**src/rtl/newton_pkg.sv**
```systemverilog
`default_nettype none

package newton_pkg;

	// unsigned fixed point, 16 integer and 16 fraction bits
	localparam int WIDTH = 32;
	localparam int FRAC_BITS = 16;
	localparam int PROD_WIDTH = 2 * WIDTH;

	// wide enough for d << FRAC_BITS with any d
	localparam int DIV_WIDTH = 64;

	localparam int NUM_ITER = 4;	// chained iteration stages

	// one bit per cycle in both serial units
	localparam int MUL_CYCLES = WIDTH;
	localparam int DIV_CYCLES = DIV_WIDTH;
	localparam int MUL_CNT_W = $clog2(MUL_CYCLES);
	localparam int DIV_CNT_W = $clog2(DIV_CYCLES);

	// upstream transfer to dn.valid with no stall:
	// start register, multiply (MUL_CYCLES+1), divide (DIV_CYCLES+1), result register
	localparam int STEP_CYCLES = MUL_CYCLES + DIV_CYCLES + 4;

	typedef logic [WIDTH-1:0] fix_t;
	typedef logic [PROD_WIDTH-1:0] prod_t;
	typedef logic [DIV_WIDTH-1:0] div_t;

endpackage

`default_nettype wire

```
**src/rtl/newton_if.sv**
```systemverilog
`default_nettype none

// one stage-to-stage link, valid/ready with guess and radicand
interface newton_if import newton_pkg::*; ();

	logic valid;
	logic ready;
	fix_t x;	// current guess
	fix_t a;	// radicand, passed along unchanged

	modport source (
		output valid,
		output x,
		output a,
		input  ready
	);

	modport sink (
		input  valid,
		input  x,
		input  a,
		output ready
	);

endinterface

`default_nettype wire

```
**src/rtl/newton_step.sv**
```systemverilog
`default_nettype none

module newton_step import newton_pkg::*; (
	input wire logic clk,
	input wire logic rst_n,
	newton_if.sink   up,
	newton_if.source dn
);

	typedef enum logic [1:0] {
		S_IDLE,
		S_SQUARE,
		S_DIVIDE,
		S_HOLD
	} state_t;

	state_t         state;
	logic           mul_start;
	logic           mul_done;
	prod_t          product;
	logic           div_start;
	logic           div_done;
	div_t           quotient;
	div_t           dividend;
	div_t           divisor;
	fix_t           x_q;
	fix_t           a_q;
	logic           ge_q;	// guess squared was at or above a
	prod_t          sq;
	prod_t          d;
	logic           sq_ge;
	fix_t           q;
	logic [WIDTH:0] sum;
	fix_t           x_new;

	// one item per stage, ready only while empty
	assign up.ready = (state == S_IDLE);
	assign dn.valid = (state == S_HOLD);
	assign dn.x = x_q;
	assign dn.a = a_q;

	serial_mul i_mul (
		.clk     (clk),
		.rst_n   (rst_n),
		.start   (mul_start),
		.a       (x_q),
		.b       (x_q),
		.product (product),
		.done    (mul_done)
	);

	// x*x carries 2*FRAC_BITS fraction bits
	assign sq = product >> FRAC_BITS;
	assign sq_ge = (sq >= prod_t'(a_q));
	assign d = sq_ge ? (sq - prod_t'(a_q)) : (prod_t'(a_q) - sq);

	// d stays below 2^48, so the shift loses nothing
	assign dividend = div_t'(d << FRAC_BITS);
	assign divisor = div_t'(x_q) << 1;	// 2x
	assign div_start = (state == S_SQUARE) && mul_done;	// divider starts on the product

	serial_div i_div (
		.clk      (clk),
		.rst_n    (rst_n),
		.start    (div_start),
		.dividend (dividend),
		.divisor  (divisor),
		.quotient (quotient),
		.done     (div_done)
	);

	assign q = quotient[WIDTH-1:0];
	assign sum = {1'b0, x_q} + {1'b0, q};

	// correction, saturating at both ends of the range
	always_comb begin
		if (ge_q) begin
			x_new = (q > x_q) ? '0 : (x_q - q);
		end else begin
			x_new = sum[WIDTH] ? '1 : sum[WIDTH-1:0];
		end
	end

	always_ff @(posedge clk or negedge rst_n) begin
		if (!rst_n) begin
			state <= S_IDLE;
			mul_start <= 1'b0;
		end else begin
			mul_start <= 1'b0;
			case (state)
				S_IDLE: begin
					if (up.valid) begin
						state <= S_SQUARE;
						mul_start <= 1'b1;
					end
				end
				S_SQUARE: begin
					if (mul_done) begin
						state <= S_DIVIDE;
					end
				end
				S_DIVIDE: begin
					if (div_done) begin
						state <= S_HOLD;
					end
				end
				S_HOLD: begin
					if (dn.ready) begin	// taken downstream
						state <= S_IDLE;
					end
				end
				default: state <= S_IDLE;
			endcase
		end
	end

	always_ff @(posedge clk) begin
		if (up.valid && up.ready) begin
			x_q <= up.x;
			a_q <= up.a;
		end else if ((state == S_DIVIDE) && div_done) begin
			x_q <= x_new;	// new guess replaces the old one
		end
		if (div_start) begin
			ge_q <= sq_ge;
		end
	end

endmodule

`default_nettype wire

```
**src/rtl/serial_div.sv**
```systemverilog
`default_nettype none

module serial_div import newton_pkg::*; (
	input  wire logic clk,
	input  wire logic rst_n,
	input  wire logic start,
	input  wire div_t dividend,
	input  wire div_t divisor,
	output div_t      quotient,
	output logic      done
);

	logic                 busy;
	logic [DIV_CNT_W-1:0] cnt;
	logic                 div_zero;
	div_t                 rem;	// partial remainder, always below the divisor
	div_t                 quo;	// dividend bits shift out, quotient bits shift in
	div_t                 dsr;
	logic [DIV_WIDTH:0]   shifted;
	logic [DIV_WIDTH:0]   trial;
	logic                 fits;

	// next dividend bit into the remainder, then try the subtraction
	assign shifted = {rem, quo[DIV_WIDTH-1]};
	assign fits = (shifted >= {1'b0, dsr});
	assign trial = shifted - {1'b0, dsr};

	always_ff @(posedge clk or negedge rst_n) begin
		if (!rst_n) begin
			busy <= 1'b0;
			cnt <= '0;
			done <= 1'b0;
			div_zero <= 1'b0;
		end else begin
			done <= 1'b0;
			if (start) begin
				busy <= 1'b1;
				cnt <= DIV_CNT_W'(DIV_CYCLES - 1);
				div_zero <= (divisor == '0);
			end else if (busy) begin
				if (cnt == '0) begin
					busy <= 1'b0;
					done <= 1'b1;
				end
				cnt <= cnt - 1'b1;
			end
		end
	end

	always_ff @(posedge clk) begin
		if (start) begin
			rem <= '0;
			quo <= dividend;
			dsr <= divisor;
		end else if (busy) begin
			// restoring step, keep the shifted value when the divisor does not fit
			if (fits) begin
				rem <= trial[DIV_WIDTH-1:0];
			end else begin
				rem <= shifted[DIV_WIDTH-1:0];
			end
			quo <= {quo[DIV_WIDTH-2:0], fits};
		end
	end

	// a zero divisor would leave all ones in quo
	assign quotient = div_zero ? '0 : quo;

endmodule

`default_nettype wire

```
**src/rtl/serial_mul.sv**
```systemverilog
`default_nettype none

module serial_mul import newton_pkg::*; (
	input  wire logic clk,
	input  wire logic rst_n,
	input  wire logic start,
	input  wire fix_t a,
	input  wire fix_t b,
	output prod_t     product,
	output logic      done
);

	logic                 busy;
	logic [MUL_CNT_W-1:0] cnt;
	prod_t                mcand;	// multiplicand, shifted left each cycle
	fix_t                 mplier;	// multiplier, shifted right each cycle
	prod_t                acc;

	// bit counter, done pulses in the cycle after the last bit
	always_ff @(posedge clk or negedge rst_n) begin
		if (!rst_n) begin
			busy <= 1'b0;
			cnt <= '0;
			done <= 1'b0;
		end else begin
			done <= 1'b0;
			if (start) begin
				busy <= 1'b1;
				cnt <= MUL_CNT_W'(MUL_CYCLES - 1);
			end else if (busy) begin
				if (cnt == '0) begin
					busy <= 1'b0;
					done <= 1'b1;
				end
				cnt <= cnt - 1'b1;
			end
		end
	end

	always_ff @(posedge clk) begin
		if (start) begin
			mcand <= prod_t'(a);
			mplier <= b;
			acc <= '0;
		end else if (busy) begin
			if (mplier[0]) begin
				acc <= acc + mcand;
			end
			mcand <= mcand << 1;
			mplier <= mplier >> 1;
		end
	end

	assign product = acc;	// held until the next start

endmodule

`default_nettype wire

```
**src/flat_wrapper.sv**
```systemverilog
// flat-port wrapper written by rule: the top's interface ports become plain ports
module newton_step_flat import newton_pkg::*;
  (clk, rst_n, up_valid, up_x, up_a, up_ready, dn_valid, dn_x, dn_a, dn_ready);
  newton_if up_i ();
  newton_if dn_i ();
  input wire logic clk;
  input wire logic rst_n;
  input wire logic [$bits(up_i.valid)-1:0] up_valid;
  input wire logic [$bits(up_i.x)-1:0] up_x;
  input wire logic [$bits(up_i.a)-1:0] up_a;
  output wire logic [$bits(up_i.ready)-1:0] up_ready;
  output wire logic [$bits(dn_i.valid)-1:0] dn_valid;
  output wire logic [$bits(dn_i.x)-1:0] dn_x;
  output wire logic [$bits(dn_i.a)-1:0] dn_a;
  input wire logic [$bits(dn_i.ready)-1:0] dn_ready;
  assign up_i.valid = up_valid;
  assign up_i.x = up_x;
  assign up_i.a = up_a;
  assign up_ready = up_i.ready;
  assign dn_valid = dn_i.valid;
  assign dn_x = dn_i.x;
  assign dn_a = dn_i.a;
  assign dn_i.ready = dn_ready;
  newton_step u_core (.clk(clk), .rst_n(rst_n), .up(up_i), .dn(dn_i));
endmodule
```
**config.mk**
```make
export PLATFORM = sky130hd
export DESIGN_NAME = newton_step_flat
export DESIGN_NICKNAME = d
export VERILOG_FILES = /design/src/rtl/newton_pkg.sv /design/src/rtl/newton_if.sv /design/src/rtl/newton_step.sv /design/src/rtl/serial_div.sv /design/src/rtl/serial_mul.sv /design/src/flat_wrapper.sv
export SDC_FILE = /design/constraint.sdc
export NUM_CORES = 1
export LEC_CHECK = 0
export ABC_CLOCK_PERIOD_IN_PS = 3800
export BUFFER_PORTS_ARGS = -buffer_cell sky130_fd_sc_hd__buf_2
export CAP_MARGIN = 20
export CORE_ASPECT_RATIO = 0.8
export CORE_MARGIN = 4
export CORE_UTILIZATION = 40
export CTS_BUF_LIST = sky130_fd_sc_hd__clkbuf_16
export DETAILED_ROUTE_END_ITERATION = 8
export PLACE_DENSITY = 0.66
export SLEW_MARGIN = 10
export SYNTH_ARGS = -nofsm -noshare
export SYNTH_HDL_FRONTEND = slang
export SYNTH_SLANG_ARGS = --single-unit
```
**constraint.sdc**
```tcl
create_clock -name clk -period 3.8 [get_ports clk]
set_input_delay 0.38 -clock clk [delete_from_list [all_inputs] [get_ports clk]]
set_output_delay 0.38 -clock clk [all_outputs]
set_load 0.01 [all_outputs]
```
==> results of run 1 <==
==> layout by cell type, fill, tap and decap left out, types with 11 or more instances in the layout <==
cell type / n
mux2i_1: 62
a21o_1: 106
dlygate4sd3_1: 31
o21ai_1: 74
xnor2_1: 108
o21bai_1: 33
nor2b_1: 27
buf_2: 133
ha_1: 234
a22o_1: 13
nor4_1: 31
nand3_1: 61
o211ai_1: 28
o21ai_0: 247
nand2b_1: 65
inv_1: 270
buf_4: 246
dfxtp_1: 176
nor2_1: 256
or2_2: 16
or4_1: 12
o31ai_1: 16
a211oi_1: 40
and3_1: 23
dfrtp_1: 15
nand2_1: 354
nor3_1: 62
or3_1: 32
nand4_1: 61
and2_1: 22
a21oi_1: 358
edfxtp_1: 209
xor2_1: 61
o21a_1: 31
a31oi_1: 36
clkbuf_16: 49
a311oi_1: 11
o221ai_1: 13
==> worst paths after layout <==
path,startpoint,endpoint,slack [ns],cells after the start
setup reg to reg,u_core.i_div.rem[0],u_core.i_div.rem[52],0.12,13
max in group asynchronous,rst_n,u_core.i_div.busy,3.06,2
setup / recovery,u_core.i_div.rem[0],u_core.i_div.rem[52],0.12,13
hold reg to reg,u_core.i_mul.product[14],u_core.i_mul.product[14],0.46,2
hold / removal,up_x[19],u_core.dn.x[19],0.07,2
min in group asynchronous,rst_n,u_core.mul_start,0.30,2
==> registers in the layout (all words and copies together), names as in the netlist <==
name and flops:
u_core.dn.a 32, u_core.dn.x 32, u_core.ge_q 1, u_core.i_div.busy 1
u_core.i_div.cnt 6, u_core.i_div.div_zero 1, u_core.i_div.done 1, u_core.i_div.dsr 32
u_core.i_div.quo 64, u_core.i_div.rem 64, u_core.i_mul.busy 1, u_core.i_mul.cnt 5
u_core.i_mul.done 1, u_core.i_mul.mcand 64, u_core.i_mul.mplier 32, u_core.i_mul.product 64
u_core.mul_start 1, u_core.state 2
==> routing by layer <==
layer  share of wire  vias up
met4           0.025        0
met5               0        -
met1            0.47    13627
met2            0.40     1251
li1                -    13597
met3            0.10      155
==> cells by family after synthesis <==
family                   Yosys count
AND/OR/NAND/NOR                 1087
XOR/XNOR                         169
AO/OA/AOI/OAI                   1178
adder cells (fa/ha/maj)          244
flip-flops                       404
buffers and inverters            483
multiplexers                      67
==> critical path: stages, from the launching register on <==
cell and delay, ns:
dfxtp_1 0.33, inv_1 0.06, ha_1 0.23, fa_2 0.35, nor2b_2 0.16, o31a_1 0.19, o221ai_2 0.13, and3_4 0.18
or4_4 0.52, a21bo_1 0.23, a21o_4 0.24, or3_4 0.40, or4_1 0.40, a31oi_1 0.16
==> repair_timing <==
item | 4_1_cts | 5_1_grt
setup endpoints to repair | 10 | 62
hold endpoints to repair | 49 | 0
hold buffers | 31 | 0
buffers inserted | 0 | 5
pin swaps | 2 | 14
resized for setup | 10 | 63
==> Yosys cell counts (20+ instances only) <==
cell type,number
edfxtp_1,209
o21ai_1,72
a21oi_1,362
nor2b_1,28
o211ai_1,28
a211oi_1,44
o31ai_1,20
inv_1,269
a31oi_1,37
nor2_1,262
and3_1,24
or3_1,32
xnor2_1,108
o21ai_0,252
nand3_1,61
dfxtp_1,176
mux2i_1,62
xor2_1,61
nor3_1,63
clkbuf_1,188
a21o_1,107
nand4_1,61
ha_1,238
o21a_1,31
nand2_1,357
and2_1,25
nor4_1,35
nand2b_1,66
o21bai_1,33
==> per-stage QoR <==
step,power [mW],utilization
after global routing,28.1,0.476
final,26.4,0.476
after global placement,21.1,0.446
after detailed placement,21.1,0.446
after floorplan,15.8,-
after CTS,26.0,0.472
==> power groups by stage <==
| stage | clock network [mW] | logic, mW | registers (mW) |
|---|---|---|---|
| finish | 4.75 | 15.2 | 6.44 |
| global route | 4.98 | 16.6 | 6.51 |
| CTS | 4.83 | 14.7 | 6.41 |
| detailed placement | 0 | 14.6 | 6.50 |
| global placement | 0 | 14.6 | 6.48 |
| floorplan | 0 | 9.47 | 6.31 |
==> area by class of cell <==
type,instances,share of cell area
antenna,1,0.0000711
clock buffer,49,0.0348
clock inverter,39,0.0101
inverter,270,0.0288
multi-input combinational,2745,0.515
sequential,404,0.292
tap,1001,0.0356
timing repair buffer,417,0.0837
==> impl_metrics.toml, run 1 <==
[timing]
period_minus_slack_ns = 3.68
worstMarginPinSlew_ns = 0.959
hold_slack_ns = 0.0708
setup_violations = 0
fin_ws_ns = 0.124
skew_ns = 0.0380
slew_headroom = 0.361
timing.fmax_ghz = 0.272
drv_slew = 0
hold_viol = 0
setup_tns_ns = 0
period_share = 0.967

[critical_path]
worst_setup_path_end_kind = "flop"
path_max_fanout = 8
cp.arrival_ns = 4.20
cp-start-kind = "flop"
critPathKind = "flop to flop"
required_ns = 4.32

[synthesis]
ys_warn_count = 0
ys_ff_latch = 404
ys_seq_area_frac = 0.343
synth_compound_area_frac = 0.245
yosys.area_share.adder = 0.104
synth_edf_count = 209
synthTopCellsByArea = "edfxtp_1, dfxtp_1, ha_1, a21oi_1, nand2_1"
synth-simple-area-share = 0.175
syn_area_sq_um = 29900
synthXorXnorAreaFrac = 0.0495
synth.mux.area_fraction = 0.0226
async_reset_ff_frac = 0.0470
yosys.area.top_type = "edfxtp_1"
synth_top_area_share = 0.210
synth_nets = 3944
synth_cells = 3632
synthFlopType = "edfxtp_1"
ys_types = 94
avgSynthCellArea_sq_um = 8.24
synth_top_family_by_area = "compound AO/OA/AOI/OAI gates"

[hold_path]
min_path_type = "primary input to flop"

[grt]
first_global_vias = 26262
use_met2 = 0.358
met1_usage = 0.379
grt_max_degree = 147
antenna_found_initial = 1
grt_pass1_wl_um = 157000
gr-total-overflow = 0
met3_usage = 0.0683
top_usage_layer = "met1"
track_usage = 0.253

[place]
port-buffer-count = 133
gp_congestion = 0.996
dp_hpwl_um = 79400
place_area_sq_um = 33000
pre_cts_ws_ns = -0.434
dp_cells = 4801

[cts]
htree_levels = 2
cts.clk_slew.worst_paths_ns = 0.07
clockBufferDepth = 3
cts_buffers = 47
cts_root_buffer = "clkbuf_16"
cts.sinks = 404
cts_tree = "yes"
clock_latency_ns = 0.62

[drt]
vias = 28630
first_pass_iters = 5
wl_um = 105000
drt_iter0_drc = 3063
ant_nets = 0
wl_per_cell_um = 21.3
drc = 0
avgViaCountPerCell = 5.81

[power]
pwr-share-comb = 0.577
leakage_nw = 15.4
p_clk_frac = 0.180
switchingPower_mw = 12.1
swShare = 0.459
power_frac_seq = 0.243
power_density_nw_per_um2 = 751
p_int_mw = 14.3
ir_worst_vdd_v = 0.000485

[finish]
syn_to_final_growth_pct = 17.6
final_cell_count_no_fill = 4926
multiInputGateArea_sq_um = 18100
design_area_sq_um = 35200
fill_cells = 7259
seq_area_sq_um = 10300
drive_above_1_share = 0.145
nNetsFinal = 4197

[floorplan]
fp.dieW_um = 314
die_h_um = 253
initial_core_util = 0.405
coreArea_sq_um = 73900
rows = 89
ios = 134
die_area_sq_um = 79300

[status]
status = "complete, no violations"

[flow_run]
cap_violations = 0
Power figures use the tool's default switching activity.
==> run 2: changes to the inputs <==
--- a/config.mk
+++ b/config.mk
@@ -5,7 +5,7 @@
 export SDC_FILE = /design/constraint.sdc
 export NUM_CORES = 1
 export LEC_CHECK = 0
-export ABC_CLOCK_PERIOD_IN_PS = 3800
+export ABC_CLOCK_PERIOD_IN_PS = 4500
 export BUFFER_PORTS_ARGS = -buffer_cell sky130_fd_sc_hd__buf_2
 export CAP_MARGIN = 20
 export CORE_ASPECT_RATIO = 0.8
@@ -13,7 +13,7 @@
 export CORE_UTILIZATION = 40
 export CTS_BUF_LIST = sky130_fd_sc_hd__clkbuf_16
 export DETAILED_ROUTE_END_ITERATION = 8
-export PLACE_DENSITY = 0.66
+export PLACE_DENSITY = 0.64
 export SLEW_MARGIN = 10
 export SYNTH_ARGS = -nofsm -noshare
 export SYNTH_HDL_FRONTEND = slang
==> constraint.sdc (replaced) <==
create_clock -name clk -period 4.5 [get_ports clk]
set_input_delay 0.45 -clock clk [delete_from_list [all_inputs] [get_ports clk]]
set_output_delay 0.45 -clock clk [all_outputs]
set_load 0.01 [all_outputs]
==> run 2 against run 1 <==
Net effect:
- clock-buffer cell count rose by 1
- first-iteration DRC count up 5.0%
- sequential share of layout area up 1.5 points
- largest power group unchanged
- utilization decreased by 2.3 points
- clock power is 10% lower
- combinational power decreased by 26%
==> impl_metrics.toml, run 2 (synthesized netlist as in run 1, its figures left out) <==
[status]
status = "complete, no violations"

[grt]
grt_pass1_wl_um = 153000
gr-total-overflow = 0
antenna_found_initial = 4
grt_max_degree = 164
first_global_vias = 25539
track_usage = 0.245

[power]
power_density_nw_per_um2 = 633
leakage_nw = 14.5
ir_worst_vdd_v = 0.000341

[finish]
multiInputGateArea_sq_um = 17800
fill_cells = 7371
final_common_cell = "a21oi_1"
seq_area_sq_um = 10300
drive_above_1_share = 0.0964
nNetsFinal = 4009
syn_to_final_growth_pct = 12.0
final_cell_mix = "a21oi_1, nand2_1, inv_1, nor2_1, o21ai_0"
design_area_sq_um = 33500

[critical_path]
critPathKind = "flop to flop"
cp.arrival_ns = 4.54
required_ns = 4.86
cp-start-kind = "flop"
path_max_fanout = 20
worst_setup_path_end_kind = "flop"

[flow_run]
cap_violations = 0

[timing]
period_share = 0.928
worstMarginPinSlew_ns = 1.07
skew_ns = 0.0234
hold_viol = 0
setup_violations = 0
setup_tns_ns = 0
period_minus_slack_ns = 4.18
rsz0062_at_grt = "no"
fin_ws_ns = 0.323
slew_headroom = 0.284
timing.fmax_ghz = 0.239
drv_slew = 0

[cts]
cts_buffers = 47
cts.clk_slew.worst_paths_ns = 0.06
post_cts_resized = 0
clockBufferDepth = 3
cts_tree = "yes"
cts_root_buffer = "clkbuf_16"
clock_latency_ns = 0.61
cts.sinks = 404
htree_levels = 2

[floorplan]
fp.dieW_um = 314
initial_core_util = 0.405
die_h_um = 253
die_area_sq_um = 79300
coreArea_sq_um = 73900
rows = 89
ios = 134

[place]
pre_cts_ws_ns = 0.489
port-buffer-count = 133
dp_hpwl_um = 76600
place_area_sq_um = 31800
gp_congestion = 0.997

[drt]
vias = 27694
ant_nets = 0
avgViaCountPerCell = 5.84
wl_um = 101000
drc = 0
first_pass_iters = 7
wl_per_cell_um = 21.2
drt_iter0_drc = 3215

[hold_path]
min_path_type = "primary input to flop"
## run 2: area by class of cell
type                            count  share of cell area
Inverter                          270              0.0302
Clock buffer                       50              0.0373
Antenna cell                        2            0.000149
Timing Repair Buffer              229              0.0425
Sequential cell                   404               0.307
Multi-Input combinational cell   2745               0.532
Clock inverter                     38              0.0134
Tap cell                         1001              0.0374
## run 2: timing repair
| item | CTS | global route |
|---|---|---|
| hold buffers | 5 | 0 |
| buffers inserted | 0 | 0 |
| hold endpoints to repair | 23 | 0 |
## run 2: power by group
part	total, mW	internal, mW	switching, mW
sequential	5.64	4.80	0.845
combinational	11.3	4.18	7.12
clock	4.26	2.55	1.71
## run 2: final timing paths
path	start	endpoint	slack [ns]	cells after the start
max in group asynchronous	rst_n	u_core.mul_start	3.74	2
min in group asynchronous	rst_n	u_core.i_div.busy	0.38	2
max	u_core.i_div.div_zero	u_core.dn.x[31]	0.32	14
min reg2reg	u_core.i_mul.product[15]	u_core.i_mul.product[15]	0.45	2
min	up_a[13]	u_core.dn.a[13]	0.03	1
max reg2reg	u_core.i_div.div_zero	u_core.dn.x[31]	0.32	14
## run 2: stage by stage
stage                     std cells  utilization  hold slack [ns]  total power, mW
after detailed placement       4644        0.430            0.449             16.7
after global routing           4737        0.453         0.000959             22.6
after CTS                      4737        0.453         0.000402             21.1
final                          4739        0.453           0.0287             21.2
after floorplan                3632            -            0.154             13.3
after global placement         4644        0.430            0.445             16.7
## run 2: critical path, cell delays in order (launching register included)
cell and delay, ns:
dfrtp_1 0.55, buf_4 0.28, nand2b_1 0.17, ha_1 0.43, nor4_1 0.50, o21ai_0 0.18
nand4_1 0.18, a221oi_1 0.14, a2111oi_0 0.58, buf_4 0.23, o41ai_1 0.10, a21oi_1 0.17
xor2_1 0.16, o221ai_1 0.13, o21a_1 0.14
## run 2: metal layers
| layer | track usage | share of wire |
|---|---|---|
| met5 | 0 | 0.00024 |
| met4 | 0.0522 | 0.020 |
| met3 | 0.0584 | 0.10 |
| met2 | 0.347 | 0.40 |
| met1 | 0.376 | 0.48 |
